===== config.mk =====
export PLATFORM = sky130hd
export DESIGN_NAME = calc_top
export DESIGN_NICKNAME = d
export VERILOG_FILES = /design/src/design/calc_ops_pkg.sv /design/src/design/calc_port_pkg.sv /design/src/design/calc_port_decode.sv /design/src/design/calc_issue_arbiter.sv /design/src/design/calc_alu_execute.sv /design/src/design/calc_result_router.sv /design/src/design/calc_top.sv
export SDC_FILE = /design/constraint.sdc
export NUM_CORES = 1
export LEC_CHECK = 0
export ABC_AREA = 1
export BUFFER_PORTS_ARGS = -buffer_cell sky130_fd_sc_hd__buf_2
export CAP_MARGIN = 20
export CORE_AREA = 2 2 266 241
export CTS_BUF_LIST = sky130_fd_sc_hd__clkbuf_8
export CTS_CLUSTER_DIAMETER = 120
export DETAILED_ROUTE_END_ITERATION = 10
export DIE_AREA = 0 0 268 243
export PLACE_DENSITY = 0.62
export SLEW_MARGIN = 20
export SYNTH_ARGS = -nofsm -noshare
export SYNTH_HDL_FRONTEND = slang
export SYNTH_HIERARCHICAL = 1
export SYNTH_SLANG_ARGS = --single-unit

===== constraint.sdc =====
create_clock -name c_clk -period 3.36 [get_ports c_clk]
set_input_delay 0.336 -clock c_clk [delete_from_list [all_inputs] [get_ports c_clk]]
set_output_delay 0.336 -clock c_clk [all_outputs]
set_load 0.1 [all_outputs]

===== src/design/calc_ops_pkg.sv =====
package calc_ops_pkg;

	parameter int CMD_WIDTH          = 4;  // raw command field on each port
	parameter int DATA_WIDTH_DEFAULT = 32; // operand and result width

	// commands as seen on req_cmd, anything unlisted decodes to op_invalid
	typedef enum logic [CMD_WIDTH-1:0] {
		op_nop     = 4'h0, // no response is returned
		op_add     = 4'h1,
		op_sub     = 4'h2, // operand 1 minus operand 2
		op_shl     = 4'h5,
		op_shr     = 4'h6,
		op_invalid = 4'hf  // stands for every unsupported code
	} calc_op_e;

	// response codes on out_resp, nonzero for exactly one cycle
	typedef enum logic [1:0] {
		resp_none    = 2'd0,
		resp_ok      = 2'd1, // out_data is valid
		resp_error   = 2'd2, // overflow or underflow
		resp_invalid = 2'd3
	} calc_resp_e;

endpackage


===== src/design/calc_port_pkg.sv =====
package calc_port_pkg;

	parameter int NUM_PORTS_DEFAULT = 4; // request ports, index 0 has top priority

	// per-port capture sequence
	typedef enum logic [1:0] {
		st_idle     = 2'd0, // waiting for a nonzero command
		st_wait_op2 = 2'd1, // operand 2 arrives this cycle
		st_pending  = 2'd2  // holding the request until granted
	} port_state_e;

endpackage


===== src/design/calc_port_decode.sv =====
`timescale 1ns/10ps

module calc_port_decode #(
	parameter int DATA_WIDTH = calc_ops_pkg::DATA_WIDTH_DEFAULT
) (
	input  logic                               c_clk,
	input  logic                               reset,
	input  logic [calc_ops_pkg::CMD_WIDTH-1:0] req_cmd,
	input  logic [DATA_WIDTH-1:0]              req_data,
	input  logic                               grant,     // one-hot bit from the arbiter
	output logic                               pending,
	output calc_ops_pkg::calc_op_e             op,
	output logic [DATA_WIDTH-1:0]              operand_a,
	output logic [DATA_WIDTH-1:0]              operand_b
);
	import calc_ops_pkg::*;
	import calc_port_pkg::*;

	port_state_e state;
	logic        start; // new request accepted this cycle

	// raw command to opcode, unknown codes fold into op_invalid
	function automatic calc_op_e map_cmd(input logic [CMD_WIDTH-1:0] cmd);
		calc_op_e m;
		case (cmd)
			4'h0:    m = op_nop;
			4'h1:    m = op_add;
			4'h2:    m = op_sub;
			4'h5:    m = op_shl;
			4'h6:    m = op_shr;
			default: m = op_invalid;
		endcase
		return m;
	endfunction

	assign start   = (state == st_idle) && (req_cmd != '0); // commands only count in idle
	assign pending = (state == st_pending);

	always_ff @(posedge c_clk) begin
		if (reset) begin
			state <= st_idle;
		end else begin
			case (state)
				st_idle:     if (start) state <= st_wait_op2;
				st_wait_op2: state <= st_pending; // operand 2 taken on this edge
				st_pending:  if (grant) state <= st_idle; // free again next cycle
				default:     state <= st_idle;
			endcase
		end
	end

	// operands stay frozen from capture until the grant edge
	always_ff @(posedge c_clk) begin
		if (start) begin
			op        <= map_cmd(req_cmd);
			operand_a <= req_data; // operand 1 rides with the command
		end
		if (state == st_wait_op2) begin
			operand_b <= req_data; // command bits ignored on this cycle
		end
	end

endmodule


===== src/design/calc_issue_arbiter.sv =====
`timescale 1ns/10ps

module calc_issue_arbiter #(
	parameter int NUM_PORTS  = calc_port_pkg::NUM_PORTS_DEFAULT,
	parameter int DATA_WIDTH = calc_ops_pkg::DATA_WIDTH_DEFAULT
) (
	input  logic [NUM_PORTS-1:0]                  pending,
	input  calc_ops_pkg::calc_op_e [NUM_PORTS-1:0] op,
	input  logic [NUM_PORTS-1:0][DATA_WIDTH-1:0]  operand_a,
	input  logic [NUM_PORTS-1:0][DATA_WIDTH-1:0]  operand_b,
	output logic [NUM_PORTS-1:0]                  grant,
	output logic                                  issue_valid,
	output logic [$clog2(NUM_PORTS)-1:0]          issue_port,
	output calc_ops_pkg::calc_op_e                issue_op,
	output logic [DATA_WIDTH-1:0]                 issue_a,
	output logic [DATA_WIDTH-1:0]                 issue_b
);
	import calc_ops_pkg::*;
	import calc_port_pkg::*;

	localparam int PORT_W = $clog2(NUM_PORTS);

	// fixed priority, scanned from the top so the lowest index wins
	always_comb begin
		grant       = '0;
		issue_valid = 1'b0;
		issue_port  = '0;
		issue_op    = op_nop; // idle slot looks like a no-op to execute
		issue_a     = '0;
		issue_b     = '0;
		for (int p = NUM_PORTS - 1; p >= 0; p--) begin
			if (pending[p]) begin
				grant       = '0; // drop any higher-numbered pick
				grant[p]    = 1'b1;
				issue_valid = 1'b1;
				issue_port  = PORT_W'(p);
				issue_op    = op[p];
				issue_a     = operand_a[p];
				issue_b     = operand_b[p];
			end
		end
	end

endmodule


===== src/design/calc_alu_execute.sv =====
`timescale 1ns/10ps

module calc_alu_execute #(
	parameter int NUM_PORTS  = calc_port_pkg::NUM_PORTS_DEFAULT,
	parameter int DATA_WIDTH = calc_ops_pkg::DATA_WIDTH_DEFAULT
) (
	input  logic                         c_clk,
	input  logic                         reset,
	input  logic                         issue_valid,
	input  logic [$clog2(NUM_PORTS)-1:0] issue_port,
	input  calc_ops_pkg::calc_op_e       issue_op,
	input  logic [DATA_WIDTH-1:0]        issue_a,
	input  logic [DATA_WIDTH-1:0]        issue_b,
	output logic                         res_valid,
	output logic [$clog2(NUM_PORTS)-1:0] res_port,
	output calc_ops_pkg::calc_resp_e     res_resp,
	output logic [DATA_WIDTH-1:0]        res_data
);
	import calc_ops_pkg::*;

	localparam int SHAMT_W = $clog2(DATA_WIDTH); // 5 bits for 32-bit data

	logic [DATA_WIDTH:0]   sum_ext;  // carry lands in the top bit
	logic [SHAMT_W-1:0]    shamt;
	calc_resp_e            resp_nxt;
	logic [DATA_WIDTH-1:0] data_nxt;

	assign sum_ext = {1'b0, issue_a} + {1'b0, issue_b};
	assign shamt   = issue_b[SHAMT_W-1:0]; // upper bits of operand 2 are don't care

	always_comb begin
		resp_nxt = resp_ok;
		data_nxt = '0; // data only survives on resp_ok
		case (issue_op)
			op_add: begin
				if (sum_ext[DATA_WIDTH]) resp_nxt = resp_error; // overflow
				else data_nxt = sum_ext[DATA_WIDTH-1:0];
			end
			op_sub: begin
				if (issue_a < issue_b) resp_nxt = resp_error; // underflow, unsigned
				else data_nxt = issue_a - issue_b;
			end
			op_shl:  data_nxt = issue_a << shamt;
			op_shr:  data_nxt = issue_a >> shamt; // logical shift
			op_nop:  resp_nxt = resp_none; // never reaches the router
			default: resp_nxt = resp_invalid;
		endcase
	end

	always_ff @(posedge c_clk) begin
		if (reset) begin
			res_valid <= 1'b0;
		end else begin
			res_valid <= issue_valid && (issue_op != op_nop); // no-op is silent
		end
	end

	always_ff @(posedge c_clk) begin
		res_port <= issue_port;
		res_resp <= resp_nxt;
		res_data <= data_nxt;
	end

endmodule


===== src/design/calc_result_router.sv =====
`timescale 1ns/10ps

module calc_result_router #(
	parameter int NUM_PORTS  = calc_port_pkg::NUM_PORTS_DEFAULT,
	parameter int DATA_WIDTH = calc_ops_pkg::DATA_WIDTH_DEFAULT
) (
	input  logic                                    c_clk,
	input  logic                                    reset,
	input  logic                                    res_valid,
	input  logic [$clog2(NUM_PORTS)-1:0]            res_port,
	input  calc_ops_pkg::calc_resp_e                res_resp,
	input  logic [DATA_WIDTH-1:0]                   res_data,
	output calc_ops_pkg::calc_resp_e [NUM_PORTS-1:0] out_resp,
	output logic [NUM_PORTS-1:0][DATA_WIDTH-1:0]    out_data
);
	import calc_ops_pkg::*;
	import calc_port_pkg::*;

	localparam int PORT_W = $clog2(NUM_PORTS);

	// every port is rewritten each cycle, so a response lasts one cycle
	always_ff @(posedge c_clk) begin
		for (int p = 0; p < NUM_PORTS; p++) begin
			if (reset) begin
				out_resp[p] <= resp_none;
				out_data[p] <= '0;
			end else if (res_valid && (res_port == PORT_W'(p))) begin
				out_resp[p] <= res_resp;
				out_data[p] <= res_data; // already zero unless resp_ok
			end else begin
				out_resp[p] <= resp_none;
				out_data[p] <= '0;
			end
		end
	end

endmodule


===== src/design/calc_top.sv =====
`timescale 1ns/10ps

module calc_top #(
	parameter int NUM_PORTS  = calc_port_pkg::NUM_PORTS_DEFAULT,
	parameter int DATA_WIDTH = calc_ops_pkg::DATA_WIDTH_DEFAULT
) (
	input  logic                                               c_clk,
	input  logic                                               reset,
	input  logic [NUM_PORTS-1:0][calc_ops_pkg::CMD_WIDTH-1:0] req_cmd,
	input  logic [NUM_PORTS-1:0][DATA_WIDTH-1:0]              req_data,
	output calc_ops_pkg::calc_resp_e [NUM_PORTS-1:0]          out_resp,
	output logic [NUM_PORTS-1:0][DATA_WIDTH-1:0]              out_data
);
	import calc_ops_pkg::*;

	localparam int PORT_W = $clog2(NUM_PORTS);

	logic [NUM_PORTS-1:0]                 pending;   // decode to arbiter
	logic [NUM_PORTS-1:0]                 grant;     // one-hot, back to decode
	calc_op_e [NUM_PORTS-1:0]             op;
	logic [NUM_PORTS-1:0][DATA_WIDTH-1:0] operand_a;
	logic [NUM_PORTS-1:0][DATA_WIDTH-1:0] operand_b;

	logic                  issue_valid; // arbiter to execute, combinational
	logic [PORT_W-1:0]     issue_port;
	calc_op_e              issue_op;
	logic [DATA_WIDTH-1:0] issue_a;
	logic [DATA_WIDTH-1:0] issue_b;

	logic                  res_valid;   // execute to router, registered
	logic [PORT_W-1:0]     res_port;
	calc_resp_e            res_resp;
	logic [DATA_WIDTH-1:0] res_data;

	for (genvar p = 0; p < NUM_PORTS; p++) begin : g_port
		calc_port_decode #(.DATA_WIDTH(DATA_WIDTH)) u_decode (
			.c_clk(c_clk), .reset(reset), .req_cmd(req_cmd[p]), .req_data(req_data[p]),
			.grant(grant[p]), .pending(pending[p]), .op(op[p]),
			.operand_a(operand_a[p]), .operand_b(operand_b[p])
		);
	end

	calc_issue_arbiter #(.NUM_PORTS(NUM_PORTS), .DATA_WIDTH(DATA_WIDTH)) u_arbiter (
		.pending(pending), .op(op), .operand_a(operand_a), .operand_b(operand_b),
		.grant(grant), .issue_valid(issue_valid), .issue_port(issue_port),
		.issue_op(issue_op), .issue_a(issue_a), .issue_b(issue_b)
	);

	calc_alu_execute #(.NUM_PORTS(NUM_PORTS), .DATA_WIDTH(DATA_WIDTH)) u_execute (
		.c_clk(c_clk), .reset(reset), .issue_valid(issue_valid), .issue_port(issue_port),
		.issue_op(issue_op), .issue_a(issue_a), .issue_b(issue_b), .res_valid(res_valid),
		.res_port(res_port), .res_resp(res_resp), .res_data(res_data)
	);

	calc_result_router #(.NUM_PORTS(NUM_PORTS), .DATA_WIDTH(DATA_WIDTH)) u_router (
		.c_clk(c_clk), .reset(reset), .res_valid(res_valid), .res_port(res_port),
		.res_resp(res_resp), .res_data(res_data), .out_resp(out_resp), .out_data(out_data)
	);

endmodule


# --- Word-level counts from Yosys, hierarchy flattened ---
# Index checks and enable logic that the tools add are counted.
word_totals:
  ff_bits: 453
  input_bits: 146
  out_inout_bits: 136
op_classes:
  shift: 2
  magnitude_cmp: 1
  n_addsub: 2
  bitwise_logic: 4
  eq_ne: 39
  muxes: 45
  reduce_logical: 34
ops:
  columns: ["operator", "n"]
  rows:
  - ["$mux W32", 10]
  - ["$pmux W32 S4", 1]
  - ["$pmux W4 S5", 4]
  - ["$eq A4 B3 Y1 const B", 10]
  - ["$add A32 B32 Y33", 1]
  - ["$lt A32 B32 Y1", 1]
  - ["$mux W4", 8]
  - ["$shl A32 B5 Y32", 1]
  - ["$shr A32 B5 Y32", 1]
  - ["$sub A32 B32 Y32", 1]
  - ["$mux W2", 12]
  - ["$pmux W2 S3", 4]
  - ["$eq A4 B1 Y1 const B", 5]
  - ["$eq A4 B2 Y1 const B", 5]
  - ["$logic_not A4 Y1", 5]
  - ["$reduce_bool A4 Y1", 5]
  - ["$eq A2 B2 Y1 const B", 6]
  - ["$reduce_or A2 Y1", 6]
  - ["$eq A2 B1 Y1 const B", 5]
  - ["$logic_not A2 Y1", 5]
  - ["$logic_and A1 B1 Y1", 9]
  - ["$ne A2 B1 Y1 const B", 4]
  - ["$ne A2 B2 Y1 const B", 4]
  - ["$pmux W2 S4", 1]
  - ["3 further kinds", 13]

# --- Longest topological paths before layout ---
# Gate-level depths: netlist (run 1).
depth:
  word_depth: 8
  depth_mapped: 26

# --- Modules after synthesis ---
# The synthesis (run 1) kept the hierarchy.
modules_own_cells:
  columns: ["mod", "n_inst", "area_per_inst_um2", "seq_area_each_um2", "cells_each"]
  rows:
  - ["calc_alu_execute", 1, 9786.9, 740.7, 1945]
  - ["calc_port_decode", 4, 2193.4, 2082.0, 94]
  - ["calc_result_router", 1, 3562.2, 2722.6, 331]
  - ["calc_issue_arbiter", 1, 2597.5, 0.0, 610]

# --- Least setup slack after synthesis (run 1) ---
# Ideal clock, no wire load.
synth_timing:
  kind: "reg-to-reg"
  startpoint: "register g_port[3].u_decode.state[1]"
  endpoint: "register u_execute.res_data[21]"
  path_slack_ps: 307
  path_buffers: 5
  setup_time_ps: 119
  t_arrival_ps: 2933
  path_stages_with_launch: 26
  cell_sequence: "dfxtp_1 > inv_1 > nor2_1 > clkbuf_1 > buf_2 > nand3_1 > nand2_1 > nand2_1 > nand2_1 > inv_2 > buf_2 > buf_2 > fa_1 > inv_1 > nand2_1 > nand2_1 > nand2_1 > nand2_1 > nand2_1 > nand2_2 > nand2_2 > nand2_4 > nor2_8 > buf_12 > nand3_2 > nand3_2"
synth_between:
  elab_chain_len: 8
  word_cells_on_any_way: 25
  classes_between: "2 x add/sub; 1 x order compare; 5 x eq/ne; 2 x shift; 15 x mux"
synth_lines:
  columns: ["element", "line", "rtl"]
  rows:
  - ["start: declaration", "calc_port_decode.sv:19", "port_state_e state;"]
  - ["start signal: assignment", "calc_port_decode.sv:41", "state <= st_idle;"]
  - ["start signal: assignment", "calc_port_decode.sv:44", "st_idle: if (start) state <= st_wait_op2;"]
  - ["start signal: assignment", "calc_port_decode.sv:45", "st_wait_op2: state <= st_pending;"]
  - ["$eq A2 B2 Y1 (*)", "calc_port_decode.sv:37", "assign pending = (state == st_pending);"]
  - ["net pending[3]", "calc_top.sv:18", "logic [NUM_PORTS-1:0] pending;"]
  - ["$mux W32 (*) (4 in a row)", "calc_issue_arbiter.sv:32", "if (pending[p]) begin"]
  - ["net issue_b[1]", "calc_top.sv:28", "logic [DATA_WIDTH-1:0] issue_b;"]
  - ["$sub A32 B32 Y32, or another cell as far along", "calc_alu_execute.sv:41", "else data_nxt = issue_a - issue_b;"]
  - ["$mux W32 (on tied branches)", "calc_alu_execute.sv:40, calc_alu_execute.sv:36", null]
  - ["$pmux W32 S4 (*)", "calc_alu_execute.sv:34", "case (issue_op)"]
  - ["net u_execute.data_nxt[21]", "calc_alu_execute.sv:26", "logic [DATA_WIDTH-1:0] data_nxt;"]
  - ["end signal: assignment", "calc_alu_execute.sv:61", "res_data <= data_nxt;"]
  - ["end: declaration", "calc_alu_execute.sv:17", "output logic [DATA_WIDTH-1:0] res_data"]
# The timed path passes the listed nets; every way through them passes the cells marked *.
# A chain may end at the register's enable or synchronous reset.

# --- Final worst setup path (run 1) ---
layout_timing:
  startpoint: "register g_port[1].u_decode.state[1]"
  endpoint: "register u_execute.res_data[26]"
layout_between:
  elab_chain_len: 6
  word_cells_on_any_way: 19
  classes_between: "2 x add/sub; 1 x order compare; 5 x eq/ne; 2 x shift; 9 x mux"
layout_lines:
  columns: ["element", "line", "rtl"]
  rows:
  - ["start: declaration", "calc_port_decode.sv:19", null]
  - ["start signal: assignment", "calc_port_decode.sv:41", null]
  - ["start signal: assignment", "calc_port_decode.sv:44", null]
  - ["start signal: assignment", "calc_port_decode.sv:45", null]
  - ["$eq A2 B2 Y1 (*)", "calc_port_decode.sv:37", null]
  - ["net pending[1]", "calc_top.sv:18", null]
  - ["$mux W32 (*) (2 in a row)", "calc_issue_arbiter.sv:32", null]
  - ["net issue_a[0]", "calc_top.sv:27", "logic [DATA_WIDTH-1:0] issue_a;"]
  - ["$sub A32 B32 Y32, or another cell as far along", "calc_alu_execute.sv:41", null]
  - ["$mux W32 (on tied branches)", "calc_alu_execute.sv:40, calc_alu_execute.sv:36", null]
  - ["$pmux W32 S4 (*)", "calc_alu_execute.sv:34", null]
  - ["net u_execute.data_nxt[26]", "calc_alu_execute.sv:26", null]
# Marks and branches as above.

==> flow_metrics.tcl, run 1 <==
set metrics [dict create \
    outcome "finished clean" \
    post-route-util 0.516 \
    io_pins 282 \
    antenna_found_initial 3 \
    intPower_mw 12.7 \
    synth_top_area_cell "edfxtp_1" \
    wl_per_cell_um 18.2 \
    post-place-ws_ns -0.0670 \
    die_x_um 268 \
    core_area_um2 62400 \
    detailroute.via_count 23500 \
    post_synth_num_cell_types 44 \
    drtIter0Drc 2205 \
    wirelength_um 87000 \
    drcViolationCount 0 \
    place_inst 4450 \
    power_frac_comb 0.456 \
    drt-pass1-iter-count 5 \
    clock_latency_ns 0.71 \
    synth_edf_count 272 \
    path_cells "inv_1 > nor2_4 > buf_12 > a21oi_1 > nand2_1 > nand2_2 > nand2_4 > inv_1 > ha_2 > fa_2 > inv_2 > nand2_1 > nand2_2 > nand3_4 > nand2_4 > nand2_1 > nand2_2 > nand2_4 > a21oi_4 > buf_12 > clkbuf_16 > nand3_2 > nand3_2" \
    critical_path.endpoint_type "flop" \
    required_ns 3.99 \
    async_flop_share 0 \
    syn_nets 3476 \
    start_util 0.396 \
    overflow 0 \
    yosysTopAreaCellShare 0.330 \
    avgSynthCellArea_um2 7.58 \
    period_share 0.969 \
    setup_viol 0 \
    track_usage 0.260 \
    drive_above_1_share 0.212 \
    clockBufferDepth 3 \
    nets 4081 \
    crit_path_end "u_execute/res_data[26]$_DFF_P_" \
    regToRegStartpoint "g_port[1].u_decode/state[1]$_SDFFE_PP0P_" \
    r2r_slack_ns 0.11 \
    ir_drop_mv 0.396 \
    power.switching_mw 9.26 \
    cp_max_fo 6 \
    finalClockSkew_ns 0.0523 \
    cts_buffers 78 \
    fp-row-count 87 \
    period_needed_ns 3.25 \
    rr_worst_depth 23 \
    finalNonFillerCells 4777 \
    synth_area_um2 24700 \
    critPathKind "reg2reg" \
    slew_headroom 0.437 \
    clock-sinks 453 \
    synthTopCellsByArea "edfxtp_1 33%, nand2_1 15%, dfxtp_1 15%" \
    startpoint "g_port[1].u_decode/state[1]$_SDFFE_PP0P_" \
    arrival_ns 3.88 \
    cts_root_buf "clkbuf_8" \
    die_area_um2 65100 \
    stdcell_area_um2 32200 \
    clk_pin_slew_ns 0.06 \
    drv_slew 0 \
    reg2reg_to "u_execute/res_data[26]$_DFF_P_" \
    numPortBuffers 281 \
    ys_seq_area_frac 0.477 \
    grt_pass1_vias 22300 \
    gp_congestion 1.01 \
    vias_per_cell 4.92 \
    holdCritStartpoint "req_cmd[4]" \
    power.total_mw 22.0 \
    worstSetupStartpointType "flop" \
    fmax_mhz 307 \
    critPathSlowestCell "fa_2" \
    cts_tree "done" \
    ctsHtreeMaxLevel 3 \
    cap_violations 0 \
    yosys_warnings 6 \
    final_antenna_net_count 0 \
    syn2layout_area_growth_pct 30.3 \
    dp_hpwl_um 64700 \
    seq_power_share 0.312 \
    grt_pass1_wl_um 129000 \
    grt_max_degree 64 \
    hold_viol 0 \
    synth-main-ff-cell "edfxtp_1" \
    rsz0062_at_grt "true" \
    switching_share 0.421 \
    die_y_um 243 \
    cp_slowest_stage_delay_ns 0.40 \
    placed_area_um2 28200 \
    hold_class "in2reg" \
    netlist_instances 3262 \
    p_clk_frac 0.232 \
    fin_ws_ns 0.106 \
    yosys_register_bits 453 \
    tightest_slew_ns 0.842 \
    power_density_nw_per_um2 683 \
    p_leak_nw 15.4 \
    whs_path_depth 5 \
]
synthesized netlist by cell type (8+ instances only):
master	n
a21oi_1	129
inv_1	354
a21boi_0	8
and2_1	10
clkbuf_1	35
buf_6	21
nor2_2	11
nand2_1	1003
nand4_1	24
buf_1	13
o21bai_1	12
nand3_1	354
nand3_2	23
xor2_1	18
buf_2	60
inv_2	11
edfxtp_1	272
dfxtp_1	181
o211ai_1	23
nor2_1	512
o21ai_0	34
nand2_2	20
buf_4	13
ha_1	66
a21oi_2	19
kinds of logic (layout without fill, tap and decap cells):
kind of cell    after synthesis  in the layout  share of synthesized area
other cells                   0              2                          0
compound gates              234            234                     0.0562
simple gates               1977           1979                      0.334
flops                       453            453                      0.477
fa+ha+maj                    68             68                     0.0350
xor+xnor                     19             19                    0.00673
buf+inv                     511           1177                     0.0906
worst max-delay path, delay by kind of cell, from the launching register on:
family	cells	cell delay, ns
DFF	1	0.33
and+or+nand+nor	13	1.37
AOI/OAI and AO/OA	2	0.22
buffers and inverters	6	0.68
adders and majority gates	2	0.59
power groups by stage:
stage | clock (mW) | combinational [mW] | sequential [mW]
CTS | 5.23 | 9.21 | 6.87
global route | 5.46 | 11.0 | 6.91
finish | 5.11 | 10.0 | 6.86
global placement | 0 | 9.00 | 7.00
floorplan | 0 | 5.61 | 6.94
detailed placement | 0 | 9.02 | 6.99
sequential cells by signal (all words and copies together) (netlist names):
name and flops:
g_port.u_decode/op 16, g_port.u_decode/state 8, u_execute/res_data 32, u_execute/res_port 2, u_execute/res_resp 2, u_router/out_data 128, u_router/out_resp 8, g_port.u_decode/operand_a 128
u_execute/res_valid 1, g_port.u_decode/operand_b 128
stage by stage:
step	TNS (ns)	hold WS (ns)
final	0	0.0378
after global routing	-0.217	0.0334
after CTS	0	0.00305
after detailed placement	-0.867	0.480
after global placement	0	0.479
after floorplan	0	0.398
per-layer routing:
layer  part of all wire  track usage  vias up
met1               0.45        0.359    10800
li1                   -            -    11600
met3              0.078       0.0443      175
met4              0.039        0.102        2
met2               0.44        0.406      934
met5            0.00016            0        -
worst min-delay path by stage:
| stage | to | slack (ns) |
|---|---|---|
| after floorplan | g_port[0].u_decode/state[1]$_SDFFE_PP0P_ | 0.40 |
| after global placement | u_router/out_data[100]$_SDFF_PP0_ | 0.48 |
| after detailed placement | u_router/out_data[6]$_SDFF_PP0_ | 0.48 |
| after CTS | g_port[1].u_decode/state[0]$_SDFFE_PP0P_ | 0.003 |
| after global routing | g_port[0].u_decode/state[0]$_SDFFE_PP0P_ | 0.03 |
| final | g_port[1].u_decode/state[0]$_SDFFE_PP0P_ | 0.04 |
repair_timing:
| item | 4_1_cts | 5_1_grt |
|---|---|---|
| endpoints found under the hold margin | 274 | 0 |
| cloned | 1 | 9 |
| setup buffers | 1 | 21 |
| endpoints found under the setup margin | 31 | 34 |
| gates resized for setup | 1 | 131 |
| hold buffers | 150 | 0 |
| pin swaps | 1 | 27 |
area by class of cell:
cell class	instances	area [um^2]
inverter	365	1380
clock inverter	56	392
antenna	2	5.00
timing repair buffer	669	5120
fill	5976	30200
tap	845	1060
sequential	453	11800
multi-input combinational	2300	11300
clock buffer	87	1200
placed cells by master, fill, tap and decap left out, types with 8 or more instances in the layout:
cell,instances
nand2_1,968
nor2_1,489
inv_1,369
nand3_1,351
buf_2,281
edfxtp_1,272
buf_4,203
dfxtp_1,180
dlygate4sd3_1,150
a21oi_1,121
clkbuf_8,87
nand2_2,52
ha_1,40
o21ai_0,32
nor2_2,28
a21oi_2,25
nand3_2,25
nand4_1,24
o211ai_1,23
buf_12,21
ha_4,21
xor2_1,18
inv_2,13
clkinv_1,12
clkinv_2,12
nor2_4,11
o21bai_1,11
and2_1,8
Note: power is estimated with default switching activity, not from simulation.
==> inputs of run 2 (changes only) <==
--- a/config.mk
+++ b/config.mk
@@ -5,17 +5,15 @@
 export SDC_FILE = /design/constraint.sdc
 export NUM_CORES = 1
 export LEC_CHECK = 0
-export ABC_AREA = 1
 export BUFFER_PORTS_ARGS = -buffer_cell sky130_fd_sc_hd__buf_2
 export CAP_MARGIN = 20
-export CORE_AREA = 2 2 266 241
+export CORE_AREA = 2 2 252 229
 export CTS_BUF_LIST = sky130_fd_sc_hd__clkbuf_8
 export CTS_CLUSTER_DIAMETER = 120
 export DETAILED_ROUTE_END_ITERATION = 10
-export DIE_AREA = 0 0 268 243
+export DIE_AREA = 0 0 254 231
 export PLACE_DENSITY = 0.62
 export SLEW_MARGIN = 20
 export SYNTH_ARGS = -nofsm -noshare
 export SYNTH_HDL_FRONTEND = slang
-export SYNTH_HIERARCHICAL = 1
 export SYNTH_SLANG_ARGS = --single-unit
==> run 2 against run 1 <==
The flow now finishes with violations (setup timing). Non-clock buffer count increased by 441. Critical path depth decreased by 2. Global-route usage increased by 5.2 points. Clock power decreased by 5.1%. Critical path type unchanged. Critical endpoint is now u_execute.res_data[18]$_DFF_P_.
==> flow_metrics.tcl, run 2 <==
set metrics [dict create \
    hold_viol 0 \
    die_x_um 254 \
    wl_per_cell_um 23.4 \
    hold_ws_ns 0.0585 \
    post_synth_num_cell_types 85 \
    critPathSlowestCell "nor4_4" \
    reg2reg_to "u_execute.res_data[18]$_DFF_P_" \
    drive_above_1_share 0.411 \
    clock_latency_ns 0.70 \
    drv_slew 0 \
    numPortBuffers 281 \
    ctsHtreeMaxLevel 3 \
    cp_max_fo 6 \
    io_pins 282 \
    finalClockSkew_ns 0.0434 \
    critPathKind "reg2reg" \
    synth_area_um2 22300 \
    path_cells "buf_6 > nor2b_4 > buf_6 > buf_16 > a221oi_2 > o21a_2 > buf_4 > buf_12 > ha_4 > a41o_1 > nor4_4 > nor3_4 > o21a_2 > a21o_1 > a21o_4 > buf_12 > buf_6 > o21a_1 > o21ai_2 > buf_6 > nand3_4" \
    die_y_um 231 \
    grt_pass1_vias 21500 \
    regToRegStartpoint "g_port[2].u_decode.state[0]$_SDFFE_PP0P_" \
    fin_setup_tns_ns -23.10 \
    clockBufferDepth 3 \
    slew_headroom 0.383 \
    overflow 0 \
    netlist_instances 2167 \
    wirelength_um 94600 \
    fin_ws_ns -0.824 \
    clk_pin_slew_ns 0.06 \
    period_needed_ns 4.18 \
    yosys_warnings 0 \
    synth-main-ff-cell "edfxtp_1" \
    antenna_cells 0 \
    synth_top_area_cell "edfxtp_1" \
    critical_path.endpoint_type "flop" \
    holdCritStartpoint "req_cmd[12]" \
    nets 3432 \
    ys_top_cells_by_count "272 x edfxtp_1, 199 x nor2_1, 181 x dfxtp_1" \
    clock-sinks 453 \
    power_density_nw_per_um2 606 \
    required_ns 3.87 \
    detailroute.via_count 22100 \
    arrival_ns 4.70 \
    drtIter0Drc 2253 \
    grt_pass1_wl_um 136000 \
    antenna_found_initial 2 \
    synthTopCellsByArea "edfxtp_1 37%, dfxtp_1 16%, and2_1 3.9%" \
    cts_buffers 75 \
    outcome "finished with violations" \
    rr_worst_depth 21 \
    period_share 1.25 \
    whs_endpoint "g_port[3].u_decode.op[3]$_DFFE_PP_" \
    power.total_mw 20.9 \
    p_leak_nw 15.0 \
    crit_top_cell "buf_6" \
    dp_hpwl_um 68700 \
    worstSetupStartpointType "flop" \
    synth_edf_count 272 \
    stdcell_area_um2 34500 \
    violations "setup timing" \
    final_common_cell "buf_4" \
    syn_nets 2381 \
    cts_tree "done" \
    core_area_um2 56300 \
    synth_most_common_cell "edfxtp_1" \
    rsz0062_at_grt "true" \
    drt-pass1-iter-count 8 \
    gp_congestion 0.968 \
    placed_area_um2 29000 \
    syn2layout_area_growth_pct 54.7 \
    tightest_slew_ns 0.924 \
    setup_viol 34 \
    ys_seq_area_frac 0.529 \
    die_area_um2 58700 \
    fp-row-count 83 \
    ir_drop_mv 0.381 \
    r2r_slack_ns -0.82 \
    final_antenna_net_count 0 \
    async_flop_share 0 \
    cap_violations 0 \
    most-common-layout-cells "583 x buf_4, 281 x buf_2, 272 x edfxtp_1" \
    whs_path_depth 2 \
    drcViolationCount 0 \
    grt_max_degree 62 \
    start_util 0.396 \
    post-place-ws_ns -1.15 \
    yosys_register_bits 453 \
    top_regs "g_port.u_decode.operand_a (128), g_port.u_decode.operand_b (128), u_router.out_data (128)" \
    track_usage 0.312 \
    vias_per_cell 5.46 \
    cts_root_buf "clkbuf_8" \
    cp_slowest_stage_delay_ns 0.35 \
    hold_class "in2reg" \
    avgSynthCellArea_um2 10.3 \
    yosysTopAreaCellShare 0.366 \
    fmax_mhz 239 \
]
==> run 2: cell types whose count changed after synthesis, sizes merged, moves of 82 or more <==
cell | previous run | this run
and2 | 10 | 140
o21ai | 34 | 135
mux2i | 0 | 82
nand3 | 377 | 58
nor2 | 527 | 200
nand2 | 1026 | 172
inv | 365 | 119
==> run 2: worst max-delay path: cells and delay by family (launching register included) <==
family          cells  cell delay (ns)
compound gates      8             1.56
buf+inv             8             1.11
simple gates        4             0.74
flops               1             0.33
fa+ha+maj           1             0.26
==> run 2: metrics by stage <==
step / utilization / cells
floorplan: - / 2167
global placement: 0.515 / 3645
detailed placement: 0.515 / 3645
CTS: 0.593 / 3991
global route: 0.613 / 4042
finish: 0.613 / 4042
==> run 2: worst max path at each step <==
| stage | from | end | cells after the start |
|---|---|---|---|
| 2_1_floorplan | g_port[0].u_decode.state[0]$_SDFFE_PP0P_ | u_execute.res_data[26]$_DFF_P_ | 17 |
| 3_3_place_gp | g_port[0].u_decode.state[0]$_SDFFE_PP0P_ | u_execute.res_data[20]$_DFF_P_ | 19 |
| 3_5_place_dp | g_port[0].u_decode.state[0]$_SDFFE_PP0P_ | u_execute.res_data[20]$_DFF_P_ | 19 |
| 4_1_cts | g_port[2].u_decode.state[0]$_SDFFE_PP0P_ | u_execute.res_data[3]$_DFF_P_ | 22 |
| 5_1_grt | g_port[2].u_decode.state[0]$_SDFFE_PP0P_ | u_execute.res_data[19]$_DFF_P_ | 19 |
| 6_report | g_port[2].u_decode.state[0]$_SDFFE_PP0P_ | u_execute.res_data[18]$_DFF_P_ | 21 |
==> run 2: cell families after synthesis <==
group | after synthesis | share of synthesized area
and+or+nand+nor | 675 | 0.145
AOI/OAI and AO/OA | 612 | 0.191
DFF | 453 | 0.529
buffers and inverters | 256 | 0.0490
muxes | 100 | 0.0459
adders and majority gates | 68 | 0.0388
xor gates and xnor gates | 3 | 0.00118
==> run 2: cell type report <==
class,instances,area (um^2)
Fill cell,4556,21800
Sequential cell,453,11800
Multi-Input combinational cell,1459,11100
Timing Repair Buffer,1110,8680
Clock buffer,79,1090
Tap cell,765,957
Inverter,119,454
Clock inverter,57,399
==> run 2: repair_timing <==
item / 4_1_cts / 5_1_grt
endpoints found under the hold margin: 276 / 0
gates cloned: 5 / 1
buffers inserted: 49 / 61
setup endpoints to repair: 34 / 34
pin swaps: 85 / 119
resized for setup: 183 / 162
hold buffers: 157 / 0
==> run 2: per-layer routing <==
metal / track usage / up-vias / wire length, um
met4: 0.130 / 2 / 4230
met1: 0.415 / 10600 / 39400
met5: 0 / - / 12
met2: 0.506 / 1119 / 43900
met3: 0.0490 / 203 / 7140
li1: - / 10100 / -
==> run 2: report_power, final <==
group          switching, mW  total [mW]  internal (mW)
Clock                   2.32        4.85           2.53
Combinational           5.04        9.22           4.18
Sequential             0.336        6.84           6.51
Total                   7.70        20.9           13.2
==> inputs of run 3 (changes only) <==
--- a/config.mk
+++ b/config.mk
@@ -5,7 +5,7 @@
 export SDC_FILE = /design/constraint.sdc
 export NUM_CORES = 1
 export LEC_CHECK = 0
-export BUFFER_PORTS_ARGS = -buffer_cell sky130_fd_sc_hd__buf_2
+export BUFFER_PORTS_ARGS = -buffer_cell sky130_fd_sc_hd__buf_4
 export CAP_MARGIN = 20
 export CORE_AREA = 2 2 252 229
 export CTS_BUF_LIST = sky130_fd_sc_hd__clkbuf_8
@@ -13,6 +13,7 @@
 export DETAILED_ROUTE_END_ITERATION = 10
 export DIE_AREA = 0 0 254 231
 export PLACE_DENSITY = 0.62
+export RECOVER_POWER = 50
 export SLEW_MARGIN = 20
 export SYNTH_ARGS = -nofsm -noshare
 export SYNTH_HDL_FRONTEND = slang
==> run 3 against run 2 <==
The flow still finishes with violations (setup timing). Non-clock buffer count fell by 96. Setup slack improved by 0.024 ns. Combinational power fell by 5.6%. Wire length fell by 6.4%. Sequential share of layout area rose by 0.59 points. Global-route usage fell by 1.9 points. Clock power rose by 8.9%. Core utilization fell by 1.0 points. Via count fell by 2.1%. Highest routed layer is now met4.
==> flow_metrics.tcl, run 3 (synthesized netlist as in run 2, its figures left out) <==
set metrics [dict create \
    track_usage 0.293 \
    setup_viol 34 \
    violations "setup timing" \
    die_y_um 231 \
    drv_slew 0 \
    hold_ws_ns 0.370 \
    drtIter0Drc 2246 \
    outcome "finished with violations" \
    die_area_um2 58700 \
    cts_tree "done" \
    detailroute.via_count 21600 \
    fin_ws_ns -0.800 \
    fp-row-count 83 \
    clockBufferDepth 3 \
    clock-sinks 453 \
    antenna_found_initial 3 \
    final_antenna_net_count 0 \
    drive_above_1_share 0.363 \
    clock_latency_ns 0.71 \
    cp_slowest_stage_delay_ns 0.34 \
    p_clk_frac 0.254 \
    hold_class "in2reg" \
    place_inst 3609 \
    die_x_um 254 \
    power.switching_mw 7.53 \
    finalNonFillerCells 3946 \
    cap_violations 0 \
    numPortBuffers 281 \
    wirelength_um 88600 \
    rsz0062_at_grt "true" \
    start_util 0.396 \
    dp_hpwl_um 65200 \
    m1WireLength_um 36600 \
    crit_buf_inv 5 \
    top_layer_used "met4" \
    post-route-util 0.602 \
    tightest_slew_ns 0.962 \
    io_pins 282 \
    required_ns 3.84 \
    ctsHtreeMaxLevel 3 \
    power_frac_comb 0.417 \
    cp_max_fo 5 \
    core_area_um2 56300 \
    period_needed_ns 4.16 \
    intPower_mw 13.3 \
    nets 3336 \
    cts_buffers 75 \
    grt_pass1_wl_um 129000 \
    arrival_ns 4.64 \
    critical_path.endpoint_type "flop" \
    switching_share 0.362 \
    grt_pass1_vias 21000 \
    placed_area_um2 29400 \
    cp_top_family "compound AO/OA/AOI/OAI gates" \
    p_leak_nw 14.2 \
    most-common-layout-cells "661 x buf_4, 272 x edfxtp_1, 183 x nor2_1" \
    seq_power_share 0.329 \
    slew_headroom 0.357 \
    power_density_nw_per_um2 614 \
    ir_drop_mv 0.439 \
    grt_max_degree 70 \
    fmax_mhz 240 \
    finalClockSkew_ns 0.0419 \
    cts_root_buf "clkbuf_8" \
    period_share 1.24 \
    worstSetupStartpointType "flop" \
    nFillCells 4694 \
    wl_per_cell_um 22.4 \
    vias_per_cell 5.47 \
    final_common_cell "buf_4" \
    hold_viol 0 \
    wl_met2_um 41200 \
    top_regs "g_port.u_decode.operand_a (128), g_port.u_decode.operand_b (128), u_router.out_data (128)" \
    stdcell_area_um2 33900 \
    critPathSlowestCell "dfxtp_2" \
    gp_congestion 1.05 \
    fin_setup_tns_ns -20.57 \
    routed-wl-met3_um 7200 \
    critPathKind "reg2reg" \
    drt-pass1-iter-count 7 \
    clk_pin_slew_ns 0.06 \
    syn2layout_area_growth_pct 52.1 \
    overflow 0 \
    path_cells "nor2b_4 > buf_6 > buf_6 > a211o_1 > o221a_4 > inv_4 > ha_4 > fa_2 > o21bai_4 > a41o_4 > nor4_4 > nor3_2 > o21a_2 > a21o_4 > a21o_4 > buf_12 > a22o_1 > o21ai_2 > buf_4 > nand4_1" \
    drcViolationCount 0 \
]
-- run 3: per-layer routing --
layer | vias up | GRT usage
met5 | - | 0
met4 | 0 | 0.119
li1 | 9899 | -
met2 | 1066 | 0.479
met3 | 215 | 0.0575
met1 | 10400 | 0.380
-- run 3: final cells by class --
type | count | area (um^2) | area share
sequential | 453 | 11800 | 0.348
multi-input combinational | 1459 | 10900 | 0.322
timing repair buffer | 1014 | 8150 | 0.240
clock buffer | 81 | 1110 | 0.0329
tap | 765 | 957 | 0.0282
clock inverter | 53 | 505 | 0.0149
inverter | 119 | 452 | 0.0133
antenna | 2 | 5.00 | 0.000148
-- run 3: path summary, 6_finish.rpt --
kind	from	end	slack, ns	cells past startpoint
worst max-delay path	g_port[2].u_decode.state[1]$_SDFFE_PP0P_	u_execute.res_data[22]$_DFF_P_	-0.80	20
worst min-delay path	req_data[69]	g_port[2].u_decode.operand_a[5]$_DFFE_PP_	0.37	2
worst max register to register	g_port[2].u_decode.state[1]$_SDFFE_PP0P_	u_execute.res_data[22]$_DFF_P_	-0.80	20
worst min register to register	u_execute.res_data[18]$_DFF_P_	u_router.out_data[18]$_SDFF_PP0_	0.48	1
-- run 3: repair_timing --
action / CTS / global route
pin swaps: 59 / 44
buffers inserted: 30 / 20
hold buffers: 152 / 0
resized for setup: 152 / 126
setup endpoints to repair: 34 / 34
cloned: 2 / 2
endpoints found under the hold margin: 280 / 0
-- run 3: metrics by stage --
| step | total power, mW | worst slack [ns] |
|---|---|---|
| 3_5_place_dp | 14.4 | -1.22 |
| 3_3_place_gp | 14.3 | -1.21 |
| 6_report | 20.8 | -0.800 |
| 5_1_grt | 21.6 | -0.914 |
| 2_1_floorplan | 10.6 | -0.664 |
| 4_1_cts | 20.3 | -0.740 |
-- run 3: power by group through the flow --
stage | clock [mW] | sequential (mW) | combinational (mW)
6_report | 5.28 | 6.85 | 8.70
2_1_floorplan | 0 | 6.94 | 3.61
4_1_cts | 5.34 | 6.85 | 8.12
5_1_grt | 5.59 | 6.89 | 9.14
3_5_place_dp | 0 | 6.96 | 7.42
3_3_place_gp | 0 | 6.94 | 7.36
-- run 3: worst reg2reg max path, stage by stage (launching register included) --
cell	delay (ns)
dfxtp_2	0.34
nor2b_4	0.15
buf_6	0.13
buf_6	0.12
a211o_1	0.29
o221a_4	0.26
inv_4	0.07
ha_4	0.13
fa_2	0.24
o21bai_4	0.08
a41o_4	0.24
nor4_4	0.21
nor3_2	0.11
o21a_2	0.26
a21o_4	0.23
a21o_4	0.25
buf_12	0.14
a22o_1	0.18
o21ai_2	0.16
buf_4	0.15
nand4_1	0.20
